### src/source/isa_pkg.sv
`default_nettype none

package isa_pkg;

	localparam int INSTR_W = 16;
	localparam int REG_W   = 4;
	localparam int DATA_W  = 16;

	////////////////////////////////////////////////////////////
	// Major opcodes in bits 15 to 11
	typedef enum logic [4:0] {
		OP_NOP    = 5'b00001,
		OP_B      = 5'b00010,
		OP_BEQZ   = 5'b00100,
		OP_BNEZ   = 5'b00101,
		OP_SHIFT  = 5'b00110, // SLL, SRA
		OP_ADDIU3 = 5'b01000,
		OP_ADDIU  = 5'b01001,
		OP_SP_GRP = 5'b01100, // ADDSP, BTEQZ, BTNEZ, MTSP, SW_RS
		OP_LI     = 5'b01101,
		OP_CMPI   = 5'b01110,
		OP_LW_SP  = 5'b10010,
		OP_LW     = 5'b10011,
		OP_SW_SP  = 5'b11010,
		OP_SW     = 5'b11011,
		OP_RRR    = 5'b11100, // ADDU, SUBU
		OP_ALU_RR = 5'b11101,
		OP_IH     = 5'b11110  // MFIH, MTIH
	} major_op_e;

	// Sub-functions of OP_SP_GRP, bits 10 to 8
	localparam logic [2:0] FN_BTEQZ = 3'b000;
	localparam logic [2:0] FN_BTNEZ = 3'b001;
	localparam logic [2:0] FN_SW_RS = 3'b010;
	localparam logic [2:0] FN_ADDSP = 3'b011;
	localparam logic [2:0] FN_MTSP  = 3'b100;

	// OP_RRR and OP_SHIFT, bits 1 to 0
	localparam logic [1:0] FN_ADDU = 2'b01;
	localparam logic [1:0] FN_SUBU = 2'b11;
	localparam logic [1:0] FN_SLL  = 2'b00;
	localparam logic [1:0] FN_SRA  = 2'b11;

	// OP_ALU_RR, bits 4 to 0
	localparam logic [4:0] FN_SLT    = 5'b00010;
	localparam logic [4:0] FN_SRAV   = 5'b00111;
	localparam logic [4:0] FN_CMP    = 5'b01010;
	localparam logic [4:0] FN_AND    = 5'b01100;
	localparam logic [4:0] FN_OR     = 5'b01101;
	localparam logic [4:0] FN_JR_GRP = 5'b00000;
	localparam logic [2:0] FN_JR     = 3'b000; // Bits 7 to 5 inside FN_JR_GRP

	// OP_IH, bit 0
	localparam logic FN_MFIH = 1'b0;
	localparam logic FN_MTIH = 1'b1;

	////////////////////////////////////////////////////////////
	typedef enum logic [REG_W-1:0] {
		REG_R0 = 4'd0,
		REG_R1 = 4'd1,
		REG_R2 = 4'd2,
		REG_R3 = 4'd3,
		REG_R4 = 4'd4,
		REG_R5 = 4'd5,
		REG_R6 = 4'd6,
		REG_R7 = 4'd7,
		REG_SP = 4'd8,
		REG_T  = 4'd9,
		REG_IH = 4'd10,
		REG_RA = 4'd11,
		NO_REG = 4'd15  // Port unused
	} reg_num_e;

	typedef enum logic [4:0] {
		K_ADDIU, K_ADDIU3, K_ADDSP, K_ADDU, K_SUBU,
		K_AND, K_OR, K_CMP, K_CMPI, K_SLT,
		K_SRAV, K_SLL, K_SRA, K_LI,
		K_MTSP, K_MFIH, K_MTIH,
		K_LW, K_LW_SP, K_SW, K_SW_SP, K_SW_RS,
		K_B, K_BEQZ, K_BNEZ, K_BTEQZ, K_BTNEZ, K_JR,
		K_NOP
	} instr_kind_e;

endpackage

`default_nettype wire

### src/source/ctrl_pkg.sv
`default_nettype none

package ctrl_pkg;

	typedef enum logic [3:0] {
		ALU_ADD   = 4'b0000,
		ALU_AND   = 4'b0001,
		ALU_OR    = 4'b0010,
		ALU_SLL   = 4'b0011,
		ALU_SRL   = 4'b0100,
		ALU_SRA   = 4'b0101,
		ALU_SUB   = 4'b0110,
		ALU_EQUAL = 4'b0111,
		ALU_LESS  = 4'b1000,
		ALU_MOVE  = 4'b1001,
		ALU_NONE  = 4'b1111
	} alu_op_e;

	typedef enum logic [2:0] {
		SRC_NONE     = 3'b000,
		SRC_REG_REG  = 3'b001,
		SRC_REG_IMM  = 3'b010,
		SRC_REG_ONLY = 3'b011,
		SRC_IMM_ONLY = 3'b100
	} alu_src_e;

	typedef enum logic [1:0] {
		BR_ALWAYS     = 2'b00,
		BR_IF_ZERO    = 2'b01,
		BR_IF_NONZERO = 2'b10
	} branch_cond_e;

	typedef enum logic [2:0] {
		IMM_SIMM8, IMM_SIMM4, IMM_SIMM5, IMM_SIMM11,
		IMM_ZIMM8, IMM_SHAMT3, IMM_ZERO
	} imm_fmt_e;

	////////////////////////////////////////////////////////////
	typedef struct packed {
		alu_op_e                      alu_op;
		alu_src_e                     alu_src;
		logic [isa_pkg::DATA_W-1:0]   imm;
		isa_pkg::reg_num_e            rd_a;
		isa_pkg::reg_num_e            rd_b;
		isa_pkg::reg_num_e            wr_reg;
		logic                         reg_write;
		logic                         mem_read;
		logic                         mem_write;
		logic                         mem_to_reg; // Write back from memory
		logic                         is_branch;
		logic                         is_jump;
		branch_cond_e                 branch_cond;
	} id_ctrl_t;

	localparam id_ctrl_t CTRL_IDLE = '{
		alu_op:      ALU_NONE,
		alu_src:     SRC_NONE,
		imm:         '0,
		rd_a:        isa_pkg::NO_REG,
		rd_b:        isa_pkg::NO_REG,
		wr_reg:      isa_pkg::NO_REG,
		reg_write:   1'b0,
		mem_read:    1'b0,
		mem_write:   1'b0,
		mem_to_reg:  1'b0,
		is_branch:   1'b0,
		is_jump:     1'b0,
		branch_cond: BR_ALWAYS
	};

endpackage

`default_nettype wire

### src/source/id_ex_reg.sv
`default_nettype none

module id_ex_reg (
	input  wire                 clk,
	input  wire                 arst_n,
	input  wire                 in_valid,
	output logic                in_ready,
	input  wire  ctrl_pkg::id_ctrl_t next,
	output logic                out_valid,
	input  wire                 out_ready,
	output ctrl_pkg::id_ctrl_t  ctrl
);

	// Room when empty or the held word leaves this cycle
	assign in_ready = !out_valid || out_ready;

	always_ff @(posedge clk or negedge arst_n) begin
		if (!arst_n) begin
			out_valid <= 1'b0;
			ctrl      <= ctrl_pkg::CTRL_IDLE;
		end else begin
			if (in_ready) begin
				out_valid <= in_valid;
			end
			if (in_valid && in_ready) begin
				ctrl <= next;
			end
		end
	end

	////////////////////////////////////////////////////////////
	// Checks

	a_stall_hold: assert property (
		@(posedge clk) disable iff (!arst_n)
		out_valid && !out_ready |=> out_valid && $stable(ctrl)
	) else $error("ctrl changed under back-pressure");

	a_mem_excl: assert property (
		@(posedge clk) disable iff (!arst_n)
		out_valid |-> !(ctrl.mem_read && ctrl.mem_write)
	) else $error("load and store flagged together");

	a_wb_target: assert property (
		@(posedge clk) disable iff (!arst_n)
		out_valid && ctrl.reg_write |-> ctrl.wr_reg != isa_pkg::NO_REG
	) else $error("write-back without a target register");

endmodule

`default_nettype wire

### src/source/id_stage.sv
`default_nettype none

module id_stage (
	input  wire                         clk,
	input  wire                         arst_n,
	input  wire  [isa_pkg::INSTR_W-1:0] instr,
	input  wire                         in_valid,
	output logic                        in_ready,
	output logic                        out_valid,
	input  wire                         out_ready,
	output ctrl_pkg::id_ctrl_t          ctrl
);

	isa_pkg::instr_kind_e         kind;
	ctrl_pkg::alu_op_e            alu_op;
	ctrl_pkg::alu_src_e           alu_src;
	ctrl_pkg::imm_fmt_e           imm_fmt;
	ctrl_pkg::branch_cond_e       branch_cond;
	logic                         reg_write;
	logic                         mem_read;
	logic                         mem_write;
	logic                         mem_to_reg;
	logic                         is_branch;
	logic                         is_jump;
	logic [isa_pkg::DATA_W-1:0]   imm;
	isa_pkg::reg_num_e            rd_a;
	isa_pkg::reg_num_e            rd_b;
	isa_pkg::reg_num_e            wr_reg;
	ctrl_pkg::id_ctrl_t           next_ctrl;

	////////////////////////////////////////////////////////////
	// Combinational decode
	instr_classify u_classify (
		.instr       (instr),
		.kind        (kind),
		.alu_op      (alu_op),
		.alu_src     (alu_src),
		.imm_fmt     (imm_fmt),
		.reg_write   (reg_write),
		.mem_read    (mem_read),
		.mem_write   (mem_write),
		.mem_to_reg  (mem_to_reg),
		.is_branch   (is_branch),
		.is_jump     (is_jump),
		.branch_cond (branch_cond)
	);

	imm_ext u_imm_ext (
		.instr   (instr),
		.imm_fmt (imm_fmt),
		.imm     (imm)
	);

	reg_select u_reg_select (
		.instr  (instr),
		.kind   (kind),
		.rd_a   (rd_a),
		.rd_b   (rd_b),
		.wr_reg (wr_reg)
	);

	assign next_ctrl = '{
		alu_op:      alu_op,
		alu_src:     alu_src,
		imm:         imm,
		rd_a:        rd_a,
		rd_b:        rd_b,
		wr_reg:      wr_reg,
		reg_write:   reg_write,
		mem_read:    mem_read,
		mem_write:   mem_write,
		mem_to_reg:  mem_to_reg,
		is_branch:   is_branch,
		is_jump:     is_jump,
		branch_cond: branch_cond
	};

	////////////////////////////////////////////////////////////
	// ID/EX register
	id_ex_reg u_id_ex (
		.clk       (clk),
		.arst_n    (arst_n),
		.in_valid  (in_valid),
		.in_ready  (in_ready),
		.next      (next_ctrl),
		.out_valid (out_valid),
		.out_ready (out_ready),
		.ctrl      (ctrl)
	);

endmodule

`default_nettype wire

### src/source/imm_ext.sv
`default_nettype none

module imm_ext (
	input  wire  [isa_pkg::INSTR_W-1:0] instr,
	input  wire  ctrl_pkg::imm_fmt_e    imm_fmt,
	output logic [isa_pkg::DATA_W-1:0]  imm
);

	localparam int W = isa_pkg::DATA_W;

	logic [2:0] shamt;

	assign shamt = instr[4:2];

	always_comb begin
		case (imm_fmt)
			ctrl_pkg::IMM_SIMM8: begin
				imm = {{(W-8){instr[7]}}, instr[7:0]};
			end
			ctrl_pkg::IMM_SIMM4: begin
				imm = {{(W-4){instr[3]}}, instr[3:0]}; // ADDIU3
			end
			ctrl_pkg::IMM_SIMM5: begin
				imm = {{(W-5){instr[4]}}, instr[4:0]}; // LW/SW offset
			end
			ctrl_pkg::IMM_SIMM11: begin
				imm = {{(W-11){instr[10]}}, instr[10:0]};
			end
			ctrl_pkg::IMM_ZIMM8: begin
				imm = {{(W-8){1'b0}}, instr[7:0]};
			end
			ctrl_pkg::IMM_SHAMT3: begin
				if (shamt == 3'd0) begin
					imm = W'(8); // Zero encodes a shift of 8
				end else begin
					imm = {{(W-3){1'b0}}, shamt};
				end
			end
			default: begin
				imm = '0;
			end
		endcase
	end

endmodule

`default_nettype wire

### src/source/instr_classify.sv
`default_nettype none

module instr_classify (
	input  wire  [isa_pkg::INSTR_W-1:0] instr,
	output isa_pkg::instr_kind_e        kind,
	output ctrl_pkg::alu_op_e           alu_op,
	output ctrl_pkg::alu_src_e          alu_src,
	output ctrl_pkg::imm_fmt_e          imm_fmt,
	output logic                        reg_write,
	output logic                        mem_read,
	output logic                        mem_write,
	output logic                        mem_to_reg,
	output logic                        is_branch,
	output logic                        is_jump,
	output ctrl_pkg::branch_cond_e      branch_cond
);

	isa_pkg::major_op_e op;

	assign op = isa_pkg::major_op_e'(instr[15:11]);

	////////////////////////////////////////////////////////////
	// Instruction identification
	always_comb begin
		kind = isa_pkg::K_NOP; // Unknown words, INT and MFPC
		case (op)
			isa_pkg::OP_ADDIU:  kind = isa_pkg::K_ADDIU;
			isa_pkg::OP_ADDIU3: kind = isa_pkg::K_ADDIU3;
			isa_pkg::OP_B:      kind = isa_pkg::K_B;
			isa_pkg::OP_BEQZ:   kind = isa_pkg::K_BEQZ;
			isa_pkg::OP_BNEZ:   kind = isa_pkg::K_BNEZ;
			isa_pkg::OP_LI:     kind = isa_pkg::K_LI;
			isa_pkg::OP_CMPI:   kind = isa_pkg::K_CMPI;
			isa_pkg::OP_LW:     kind = isa_pkg::K_LW;
			isa_pkg::OP_LW_SP:  kind = isa_pkg::K_LW_SP;
			isa_pkg::OP_SW:     kind = isa_pkg::K_SW;
			isa_pkg::OP_SW_SP:  kind = isa_pkg::K_SW_SP;
			isa_pkg::OP_NOP:    kind = isa_pkg::K_NOP;
			isa_pkg::OP_SP_GRP: begin
				case (instr[10:8])
					isa_pkg::FN_BTEQZ: kind = isa_pkg::K_BTEQZ;
					isa_pkg::FN_BTNEZ: kind = isa_pkg::K_BTNEZ;
					isa_pkg::FN_SW_RS: kind = isa_pkg::K_SW_RS;
					isa_pkg::FN_ADDSP: kind = isa_pkg::K_ADDSP;
					isa_pkg::FN_MTSP:  kind = isa_pkg::K_MTSP;
					default:           kind = isa_pkg::K_NOP;
				endcase
			end
			isa_pkg::OP_RRR: begin
				case (instr[1:0])
					isa_pkg::FN_ADDU: kind = isa_pkg::K_ADDU;
					isa_pkg::FN_SUBU: kind = isa_pkg::K_SUBU;
					default:          kind = isa_pkg::K_NOP;
				endcase
			end
			isa_pkg::OP_SHIFT: begin
				case (instr[1:0])
					isa_pkg::FN_SLL: kind = isa_pkg::K_SLL;
					isa_pkg::FN_SRA: kind = isa_pkg::K_SRA;
					default:         kind = isa_pkg::K_NOP;
				endcase
			end
			isa_pkg::OP_ALU_RR: begin
				case (instr[4:0])
					isa_pkg::FN_AND:    kind = isa_pkg::K_AND;
					isa_pkg::FN_OR:     kind = isa_pkg::K_OR;
					isa_pkg::FN_CMP:    kind = isa_pkg::K_CMP;
					isa_pkg::FN_SLT:    kind = isa_pkg::K_SLT;
					isa_pkg::FN_SRAV:   kind = isa_pkg::K_SRAV;
					isa_pkg::FN_JR_GRP: begin
						if (instr[7:5] == isa_pkg::FN_JR) begin
							kind = isa_pkg::K_JR;
						end
					end
					default:            kind = isa_pkg::K_NOP;
				endcase
			end
			isa_pkg::OP_IH: kind = (instr[0] == isa_pkg::FN_MTIH) ? isa_pkg::K_MTIH
				: isa_pkg::K_MFIH;
			default: kind = isa_pkg::K_NOP;
		endcase
	end

	////////////////////////////////////////////////////////////
	// Per-kind controls
	always_comb begin
		case (kind)
			isa_pkg::K_ADDIU, isa_pkg::K_ADDIU3, isa_pkg::K_ADDSP, isa_pkg::K_ADDU,
			isa_pkg::K_LW, isa_pkg::K_LW_SP, isa_pkg::K_SW, isa_pkg::K_SW_SP,
			isa_pkg::K_SW_RS:                     alu_op = ctrl_pkg::ALU_ADD; // Also address add
			isa_pkg::K_SUBU:                      alu_op = ctrl_pkg::ALU_SUB;
			isa_pkg::K_AND:                       alu_op = ctrl_pkg::ALU_AND;
			isa_pkg::K_OR:                        alu_op = ctrl_pkg::ALU_OR;
			isa_pkg::K_CMP, isa_pkg::K_CMPI:      alu_op = ctrl_pkg::ALU_EQUAL;
			isa_pkg::K_SLT:                       alu_op = ctrl_pkg::ALU_LESS;
			isa_pkg::K_SRAV, isa_pkg::K_SRA:      alu_op = ctrl_pkg::ALU_SRA;
			isa_pkg::K_SLL:                       alu_op = ctrl_pkg::ALU_SLL;
			isa_pkg::K_LI, isa_pkg::K_MTSP,
			isa_pkg::K_MFIH, isa_pkg::K_MTIH:     alu_op = ctrl_pkg::ALU_MOVE;
			default:                              alu_op = ctrl_pkg::ALU_NONE;
		endcase

		case (kind)
			isa_pkg::K_ADDU, isa_pkg::K_SUBU, isa_pkg::K_AND, isa_pkg::K_OR,
			isa_pkg::K_CMP, isa_pkg::K_SLT, isa_pkg::K_SRAV:
				alu_src = ctrl_pkg::SRC_REG_REG;
			isa_pkg::K_ADDIU, isa_pkg::K_ADDIU3, isa_pkg::K_ADDSP, isa_pkg::K_CMPI,
			isa_pkg::K_SLL, isa_pkg::K_SRA, isa_pkg::K_LW, isa_pkg::K_LW_SP,
			isa_pkg::K_SW, isa_pkg::K_SW_SP, isa_pkg::K_SW_RS:
				alu_src = ctrl_pkg::SRC_REG_IMM;
			isa_pkg::K_MTSP, isa_pkg::K_MFIH, isa_pkg::K_MTIH:
				alu_src = ctrl_pkg::SRC_REG_ONLY;
			isa_pkg::K_LI: alu_src = ctrl_pkg::SRC_IMM_ONLY;
			default:       alu_src = ctrl_pkg::SRC_NONE;
		endcase

		case (kind)
			isa_pkg::K_ADDIU, isa_pkg::K_ADDSP, isa_pkg::K_CMPI, isa_pkg::K_LW_SP,
			isa_pkg::K_SW_SP, isa_pkg::K_SW_RS, isa_pkg::K_BEQZ, isa_pkg::K_BNEZ,
			isa_pkg::K_BTEQZ, isa_pkg::K_BTNEZ:
				imm_fmt = ctrl_pkg::IMM_SIMM8;
			isa_pkg::K_ADDIU3:            imm_fmt = ctrl_pkg::IMM_SIMM4;
			isa_pkg::K_LW, isa_pkg::K_SW: imm_fmt = ctrl_pkg::IMM_SIMM5;
			isa_pkg::K_B:                 imm_fmt = ctrl_pkg::IMM_SIMM11;
			isa_pkg::K_LI:                imm_fmt = ctrl_pkg::IMM_ZIMM8;
			isa_pkg::K_SLL, isa_pkg::K_SRA: imm_fmt = ctrl_pkg::IMM_SHAMT3;
			default:                      imm_fmt = ctrl_pkg::IMM_ZERO;
		endcase

		case (kind)
			isa_pkg::K_BEQZ, isa_pkg::K_BTEQZ: branch_cond = ctrl_pkg::BR_IF_ZERO;
			isa_pkg::K_BNEZ, isa_pkg::K_BTNEZ: branch_cond = ctrl_pkg::BR_IF_NONZERO;
			default:                           branch_cond = ctrl_pkg::BR_ALWAYS;
		endcase
	end

	assign mem_read   = kind inside {isa_pkg::K_LW, isa_pkg::K_LW_SP};
	assign mem_to_reg = mem_read;
	assign mem_write  = kind inside {isa_pkg::K_SW, isa_pkg::K_SW_SP, isa_pkg::K_SW_RS};
	assign is_branch  = kind inside {isa_pkg::K_B, isa_pkg::K_BEQZ, isa_pkg::K_BNEZ,
		isa_pkg::K_BTEQZ, isa_pkg::K_BTNEZ};
	assign is_jump    = (kind == isa_pkg::K_JR);

	// Everything else writes a register
	assign reg_write = !(is_branch || is_jump || mem_write || kind == isa_pkg::K_NOP);

endmodule

`default_nettype wire

### src/source/reg_select.sv
`default_nettype none

module reg_select (
	input  wire  [isa_pkg::INSTR_W-1:0] instr,
	input  wire  isa_pkg::instr_kind_e  kind,
	output isa_pkg::reg_num_e           rd_a,
	output isa_pkg::reg_num_e           rd_b,
	output isa_pkg::reg_num_e           wr_reg
);

	isa_pkg::reg_num_e rx;
	isa_pkg::reg_num_e ry;
	isa_pkg::reg_num_e rz;

	// General registers sit below SP
	assign rx = isa_pkg::reg_num_e'({1'b0, instr[10:8]});
	assign ry = isa_pkg::reg_num_e'({1'b0, instr[7:5]});
	assign rz = isa_pkg::reg_num_e'({1'b0, instr[4:2]});

	always_comb begin
		case (kind)
			isa_pkg::K_ADDIU, isa_pkg::K_ADDIU3, isa_pkg::K_ADDU, isa_pkg::K_SUBU,
			isa_pkg::K_AND, isa_pkg::K_OR, isa_pkg::K_CMP, isa_pkg::K_SLT,
			isa_pkg::K_CMPI, isa_pkg::K_BEQZ, isa_pkg::K_BNEZ, isa_pkg::K_JR,
			isa_pkg::K_LW, isa_pkg::K_SW, isa_pkg::K_MTIH:
				rd_a = rx;
			isa_pkg::K_MTSP, isa_pkg::K_SLL, isa_pkg::K_SRA,
			isa_pkg::K_SRAV:
				rd_a = ry; // SRAV takes its operands swapped
			isa_pkg::K_ADDSP, isa_pkg::K_LW_SP, isa_pkg::K_SW_SP, isa_pkg::K_SW_RS:
				rd_a = isa_pkg::REG_SP;
			isa_pkg::K_BTEQZ, isa_pkg::K_BTNEZ:
				rd_a = isa_pkg::REG_T;
			isa_pkg::K_MFIH:
				rd_a = isa_pkg::REG_IH;
			default:
				rd_a = isa_pkg::NO_REG;
		endcase

		case (kind)
			isa_pkg::K_ADDU, isa_pkg::K_SUBU, isa_pkg::K_AND, isa_pkg::K_OR,
			isa_pkg::K_CMP, isa_pkg::K_SLT, isa_pkg::K_SW:
				rd_b = ry;
			isa_pkg::K_SRAV, isa_pkg::K_SW_SP:
				rd_b = rx; // Store data for SW_SP
			isa_pkg::K_SW_RS:
				rd_b = isa_pkg::REG_RA;
			default:
				rd_b = isa_pkg::NO_REG;
		endcase

		case (kind)
			isa_pkg::K_ADDIU, isa_pkg::K_AND, isa_pkg::K_OR, isa_pkg::K_LI,
			isa_pkg::K_LW_SP, isa_pkg::K_MFIH, isa_pkg::K_SLL, isa_pkg::K_SRA:
				wr_reg = rx;
			isa_pkg::K_ADDIU3, isa_pkg::K_LW, isa_pkg::K_SRAV:
				wr_reg = ry;
			isa_pkg::K_ADDU, isa_pkg::K_SUBU:
				wr_reg = rz;
			isa_pkg::K_ADDSP, isa_pkg::K_MTSP:
				wr_reg = isa_pkg::REG_SP;
			isa_pkg::K_CMP, isa_pkg::K_SLT, isa_pkg::K_CMPI:
				wr_reg = isa_pkg::REG_T; // Compare result
			isa_pkg::K_MTIH:
				wr_reg = isa_pkg::REG_IH;
			default:
				wr_reg = isa_pkg::NO_REG;
		endcase
	end

endmodule

`default_nettype wire
### config.mk
export PLATFORM = sky130hd
export DESIGN_NAME = id_stage
export DESIGN_NICKNAME = d
export VERILOG_FILES = /design/src/source/isa_pkg.sv /design/src/source/ctrl_pkg.sv /design/src/source/id_ex_reg.sv /design/src/source/id_stage.sv /design/src/source/imm_ext.sv /design/src/source/instr_classify.sv /design/src/source/reg_select.sv
export SDC_FILE = /design/constraint.sdc
export NUM_CORES = 1
export LEC_CHECK = 0
export BUFFER_PORTS_ARGS = -buffer_cell sky130_fd_sc_hd__buf_2
export CAP_MARGIN = 20
export CELL_PAD_IN_SITES_DETAIL_PLACEMENT = 2
export CELL_PAD_IN_SITES_GLOBAL_PLACEMENT = 2
export CORE_UTILIZATION = 30
export CTS_CLUSTER_SIZE = 30
export DETAILED_ROUTE_END_ITERATION = 8
export PLACE_DENSITY = 0.87
export SYNTH_ARGS = -nofsm -noshare
export SYNTH_HDL_FRONTEND = slang
export SYNTH_SLANG_ARGS = --single-unit
### constraint.sdc
create_clock -name clk -period 1.2 [get_ports clk]
set_input_delay 0.24 -clock clk [delete_from_list [all_inputs] [get_ports clk]]
set_output_delay 0.24 -clock clk [all_outputs]
set_load 0.03 [all_outputs]
==> results of run 1 <==
==> cells in the mapped netlist, drive strengths merged, types with 3 or more instances <==
| cell type | n |
|---|---|
| buf | 24 |
| a22o | 4 |
| nor4 | 5 |
| o311ai | 3 |
| nor2 | 39 |
| a21boi | 5 |
| a211oi | 6 |
| nand2 | 41 |
| a21oi | 21 |
| nor2b | 5 |
| a31oi | 14 |
| o22a | 5 |
| o21ai | 25 |
| a221o | 10 |
| o21a | 4 |
| o31ai | 5 |
| a311oi | 4 |
| ha | 13 |
| nand3 | 16 |
| o211ai | 5 |
| and2 | 7 |
| or3 | 4 |
| clkbuf | 11 |
| nor3 | 15 |
| dfrtp | 22 |
| inv | 14 |
| a32oi | 3 |
| nand2b | 10 |
| dfstp | 16 |
| o22ai | 3 |
| or2 | 3 |
| o2bb2ai | 3 |
==> per-stage QoR <==
step                 util  hold WS [ns]  worst slack (ns)  std cells
global placement    0.444         0.214             -2.23        735
floorplan               -       -0.0556             -2.26        410
CTS                 0.536         0.289             -2.11        773
detailed placement  0.444         0.223             -2.61        735
==> repair_timing <==
action | CTS
hold buffers | 1
setup endpoints to repair | 54
buffers inserted | 30
resized for setup | 160
pin swaps | 37
hold endpoints to repair | 22
==> cells by family after synthesis <==
| group | after synthesis | share of synthesized area |
|---|---|---|
| DFF | 38 | 0.277 |
| muxes | 2 | 0.00570 |
| buffers and inverters | 49 | 0.0727 |
| adders and majority gates | 13 | 0.0463 |
| AOI/OAI and AO/OA | 151 | 0.361 |
| and+or+nand+nor | 157 | 0.237 |
==> impl_metrics.csv, run 1 <==
group,metric,value,unit
die,initial_core_util,0.307,
status,error_line,"[ERROR DPL-0033] detailed placement checks failed during check placement.",
cts,htreeDepth,2,
status,lastStage,"global routing (5_1_grt)",
placement,gp_congestion,0.994,
global_route,antenna_found_initial,4,
synthesis,synth_area,3510,um^2
die,die_h,110,um
synthesis,synth_edf_count,0,
die,die_x,110,um
timing,worst-ep-kind,"sequential cell input",
synthesis,synthDominantCellAreaShare,0.157,
synthesis,synth_area_leader_cell,"dfrtp_1",
synthesis,yosys_warnings,0,
synthesis,synth_nets,443,
synthesis,ys_seq_area_frac,0.277,
synthesis,ys_ff_latch,38,
global_route,grt_max_degree,39,
status,status,"aborted with a tool error",
die,ioPinCount,65,
placement,portBuffers,64,
synthesis,avgSynthCellArea,8.56,um^2
synthesis,syn_inst,410,
cts,cts-root-buf,"clkbuf_16",
synthesis,synthArstFlopShare,1.00,
die,rows,39,
placement,dp_hpwl,14800,um
cts,clock_sinks,38,
synthesis,synth_area_leaders,"dfrtp_1 16%, dfstp_2 12%, ha_1 4.6%",
cts,clock_path_buffers,2,
synthesis,ys_types,89,
synthesis,ys.flop_type,"dfrtp_1",
timing,worstEndpointGrtRepair,"u_id_ex.ctrl[10]$_DFFE_PN1P_/D",
placement,placed_area,5070,um^2
cts,numCtsBuffers,5,
==> run 2: changes to the inputs <==
- CELL_PAD_IN_SITES_DETAIL_PLACEMENT: 2 -> unset
- CELL_PAD_IN_SITES_GLOBAL_PLACEMENT: 2 -> unset
- CORE_UTILIZATION: 30 -> 20
- CTS_CLUSTER_SIZE: 30 -> unset
- PLACE_DENSITY: 0.87 -> unset
- PLACE_DENSITY_LB_ADDON: unset -> 0.15
- clock period: 1.2 -> 1.6 ns (I/O delays scaled with it)
==> run 2 against run 1 <==
Effect of this change: the flow now finishes, with violations (setup timing); synthesized cell count unchanged; synthesized area did not move.
==> impl_metrics.csv, run 2 <==
group,metric,value,unit
timing,finalCritPeriodShare,2.07,
placement,dp_hpwl,10900,um
worst_setup_path,cp-end-kind,"flip-flop",
cts,numCtsBuffers,5,
worst_setup_path,critPathArrivalTime,3.53,ns
global_route,grt_pass1_vias,4226,
die,rows,48,
synthesis,synth_nets,443,
synthesis,ys_top_cells_by_count,"41 x nand2_1, 37 x nor2_1, 22 x dfrtp_1, 22 x o21ai_0, 20 x a21oi_1",
routing,totalWireLength,14200,um
job,max_cap_viol_count,0,
placement,placedCellCount,827,
cts,htreeDepth,2,
layout,nets,671,
worst_setup_path,timing.rr.end,"u_id_ex.ctrl[11]",
routing,vias,4141,
layout,drive_above_1_share,0.606,
cts,clock_sinks,38,
pwr,p_leak,2.68,nW
timing,fmax,0.302,GHz
synthesis,ys_ff_latch,38,
synthesis,yosysMostFrequentCell,"nand2_1",
layout,multiInputGateArea,2760,um^2
pwr,peakVddDrop,484,uV
routing,drtIter0Drc,192,
synthesis,synthArstFlopShare,1.00,
layout,top_regs,"u_id_ex.ctrl x37, u_id_ex.out_valid x1",
synthesis,yosys_warnings,0,
worst_setup_path,rr_worst_depth,5,
timing,finalHoldViolCount,0,
worst_setup_path,r2r_setup_slack,0.02,ns
layout,mostFrequentLayoutCell,"buf_4",
die,die_x,134,um
timing,skew,0.00768,ns
synthesis,avgSynthCellArea,8.56,um^2
synthesis,ys_seq_area_frac,0.277,
global_route,grt_max_degree,39,
cts,cts_tree,"built",
global_route,grt_pass1_wl,22700,um
synthesis,ys.flop_type,"dfrtp_1",
routing,first_pass_iters,5,
timing,min_period,3.31,ns
layout,final_cell_mix,"168 x buf_4, 62 x buf_2, 34 x nand2_1, 34 x nor2_1, 22 x dfrtp_1",
min_path,hold_path_class,"input pin to asynchronous set/reset pin",
synthesis,synthDominantCellAreaShare,0.157,
cts,cts-root-buf,"clkbuf_16",
routing,via_per_inst,4.79,
global_route,grt_overflow_total,0,
worst_setup_path,start_kind,"input pin",
worst_setup_path,cp.required,1.83,ns
synthesis,synth_area,3510,um^2
placement,portBuffers,64,
layout,n_fill_cell,1797,
global_route,grt_usage,0.160,
routing,antenna_left,0,
layout,ff_latch_area,971,um^2
routing,route.detailed.drc,0,
pwr,power.total,5.23,mW
worst_setup_path,cp_common_cell,"ha_4",
die,core-area,17200,um^2
placement,place_ws,-2.08,ns
timing,drv_slew,0,
worst_setup_path,worstPathCellList,"buf_12 -> clkinvlp_4 -> ha_4 -> or2b_4 -> a21boi_2 -> o21ai_2 -> o211a_1 -> inv_2 -> ha_4 -> inv_4 -> nor3_4 -> or4b_4 -> a2111oi_4 -> a311o_2 -> nand3_4 -> a311oi_4 -> a221o_1",
worst_setup_path,worstSetupPathType,"input pin to flip-flop",
worst_setup_path,rr_startpoint,"u_id_ex.out_valid",
layout,fin_cells,864,
worst_setup_path,worstPathMaxFanout,4,
status,violations,"setup timing",
cts,clock_path_buffers,2,
synthesis,ys_types,89,
placement,gp_congestion,0.811,
layout,antenna_cells,0,
timing,worst_slew_pin_slew,0.743,ns
cts,clk_pin_slew_worst_paths,0.06,ns
synthesis,synth_area_leader_cell,"dfrtp_1",
layout,largest_register_ffs,37,
pwr,power_density,851,nW/um^2
worst_setup_path,slowest_delay,0.50,ns
synthesis,synth_edf_count,0,
routing,post_drt_wl_per_cell,16.4,um
global_route,antenna_found_initial,0,
layout,largest_register,"u_id_ex.ctrl",
timing,layout_setup_ws,-1.71,ns
die,ioPinCount,65,
status,status,"finished with violations",
timing,grt_setup_unrepaired,"yes",
die,die_area,18100,um^2
timing,setup_viol,37,
die,die_h,134,um
worst_setup_path,slowest_stage,"or4b_4",
synthesis,synth_area_leaders,"dfrtp_1 16%, dfstp_2 12%, ha_1 4.6%",
die,initial_core_util,0.204,
layout,areaGrowthSynthToFinish,74.9,%
synthesis,syn_inst,410,
cts,clock_latency,0.29,ns
timing,relSlewSlack,0.500,
-- run 2: cell counts after synthesis --
No cell type changed its count.
-- run 2: logic make-up (layout without fill, tap and decap cells) --
| family | after synthesis | in the layout | share of synthesized area |
|---|---|---|---|
| adder cells (fa/ha/maj) | 13 | 13 | 0.0463 |
| buffers and inverters | 49 | 278 | 0.0727 |
| AND/OR/NAND/NOR | 157 | 157 | 0.237 |
| AO/OA/AOI/OAI | 151 | 151 | 0.361 |
| flip-flops | 38 | 38 | 0.277 |
| multiplexers | 2 | 2 | 0.00570 |
-- run 2: cell type report --
type	count	share of cell area
Clock inverter	3	0.00652
Tap cell	225	0.0458
Sequential cell	38	0.158
Inverter	14	0.00998
Multi-Input combinational cell	323	0.449
Clock buffer	5	0.0204
Timing Repair Buffer	256	0.310
-- run 2: routing by layer --
layer,routed length [um],part of all wire,vias to the layer above,track usage
li1,-,-,2025,-
met3,398,0.028,22,0.0146
met2,6840,0.48,83,0.272
met4,420,0.030,0,0.0637
met5,0,0,-,0
met1,6510,0.46,2011,0.209
-- run 2: critical path: cells and delay by family --
| family | cells | cell delay, ns |
|---|---|---|
| fa+ha+maj | 2 | 0.30 |
| compound gates | 7 | 1.57 |
| simple gates | 4 | 1.00 |
| buf+inv | 4 | 0.34 |
-- run 2: worst max path at each step --
stage | start | slack [ns] | cells after the start | endpoint
2_1_floorplan | instr[0] | -1.94 | 17 | u_id_ex.ctrl[25]
3_3_place_gp | instr[0] | -2.03 | 16 | u_id_ex.ctrl[8]
3_5_place_dp | instr[0] | -2.08 | 16 | u_id_ex.ctrl[10]
4_1_cts | instr[0] | -1.66 | 17 | u_id_ex.ctrl[29]
5_1_grt | instr[1] | -1.85 | 17 | u_id_ex.ctrl[25]
6_report | instr[0] | -1.71 | 17 | u_id_ex.ctrl[29]
-- run 2: where the power goes --
part | leakage (nW) | internal (mW) | switching, mW
clock network | 0.0836 | 0.730 | 0.404
logic | 2.14 | 1.19 | 1.56
registers | 0.454 | 1.23 | 0.108
total | 2.68 | 3.15 | 2.08
-- run 2: what timing repair did --
| action | CTS | global route |
|---|---|---|
| hold buffers | 0 | 0 |
| gates resized for setup | 67 | 49 |
| pin swaps | 34 | 24 |
| setup buffers | 21 | 14 |
| endpoints found under the setup margin | 37 | 37 |
-- run 2: stage by stage --
step | hold slack (ns) | util | instance area [um^2] | TNS (ns)
after detailed placement | 0.412 | 0.303 | 5230 | -64.50
after CTS | 0.105 | 0.337 | 5820 | -46.72
after floorplan | 0.0244 | - | 3590 | -50.77
after global placement | 0.403 | 0.303 | 5230 | -62.82
after global routing | 0.131 | 0.356 | 6140 | -53.58
final | 0.0729 | 0.356 | 6140 | -47.78
Power figures use the tool's default switching activity.
==> run 3: changes to the inputs <==
- CORE_UTILIZATION: 20 -> 55
- CTS_BUF_LIST: unset -> sky130_fd_sc_hd__clkbuf_2 sky130_fd_sc_hd__clkbuf_4 sky130_fd_sc_hd__clkbuf_8
- SKIP_LAST_GASP: unset -> 1
==> run 3 against run 2 <==
Effect of this change: the flow now stops in global routing (5_1_grt); synthesized cell count stayed put; synthesized area is the same.
==> impl_metrics.csv, run 3 <==
group,metric,value,unit
synthesis,synth_simple_gate_area_frac,0.237,
timing,worst-ep-kind,"sequential cell input",
status,error_line,"[ERROR GRT-0232] Routing congestion too high. Check the congestion heatmap in the GUI.",
global_route,grt_usage,0.980,
placement,placed_area,4880,um^2
cts,htreeDepth,2,
placement,gp_congestion,1.02,
timing,worstEndpointGrtRepair,"u_id_ex.ctrl[20]$_DFFE_PN0P_/D",
synthesis,synth_area_leaders,"dfrtp_1 16%, dfstp_2 12%, ha_1 4.6%",
cts,numCtsBuffers,5,
synthesis,synth-adder-area-share,0.0463,
synthesis,synth_top_family_by_area,"compound AO/OA/AOI/OAI gates",
global_route,grt_max_degree,39,
cts,ctsHoldBuffers,0,
cts,clock_sinks,38,
synthesis,ys_types,89,
die,rows,28,
die,initial_core_util,0.583,
synthesis,ys_ff_latch,38,
synthesis,ys.flop_type,"dfrtp_1",
status,status,"aborted with a tool error",
synthesis,synth_edf_count,0,
synthesis,ys_seq_area_frac,0.277,
synthesis,synthXorXnorAreaFrac,0,
synthesis,synth_area_leader_cell,"dfrtp_1",
synthesis,synth_compound_area_frac,0.361,
cts,clock_path_buffers,2,
placement,dp_hpwl,9380,um
die,die_x,81.9,um
global_route,grt_overflow_total,561,
placement,portBuffers,64,
synthesis,yosys_warnings,0,
synthesis,synth_nets,443,
synthesis,yosysMostFrequentCell,"nand2_1",
die,die_h,81.9,um
synthesis,syn_inst,410,
synthesis,synthDominantCellAreaShare,0.157,
die,ioPinCount,65,
synthesis,synth_area,3510,um^2
synthesis,ys_top_cells_by_count,"41 x nand2_1, 37 x nor2_1, 22 x dfrtp_1, 22 x o21ai_0, 20 x a21oi_1",
synthesis,synthArstFlopShare,1.00,
status,lastStage,"global routing (5_1_grt)",
synthesis,avgSynthCellArea,8.56,um^2
cts,cts-root-buf,"clkbuf_8",
synthesis,synthMuxAreaShare,0.00570,
-- run 3: cell counts after synthesis --
Identical to the previous run, type by type.
-- run 3: cell families after synthesis --
family          after synthesis
flops                        38
fa+ha+maj                    13
mux                           2
compound gates              151
simple gates                157
buf+inv                      49
-- run 3: routing by layer --
layer / overflow / global-route usage
met5: 0 / 0.317
met4: 157 / 1.20
met3: 2 / 0.681
met2: 399 / 1.31
met1: 3 / 0.863
-- run 3: repair_timing --
item | CTS
gates resized for setup | 91
endpoints found under the setup margin | 37
buffers inserted | 24
pin swaps | 28
cloned | 0
-- run 3: per-stage QoR --
stage               instances  worst slack, ns  hold WS, ns
floorplan                 410            -1.94       0.0244
global placement          650            -1.87        0.375
detailed placement        650            -2.13        0.395
CTS                       678            -1.66       0.0844
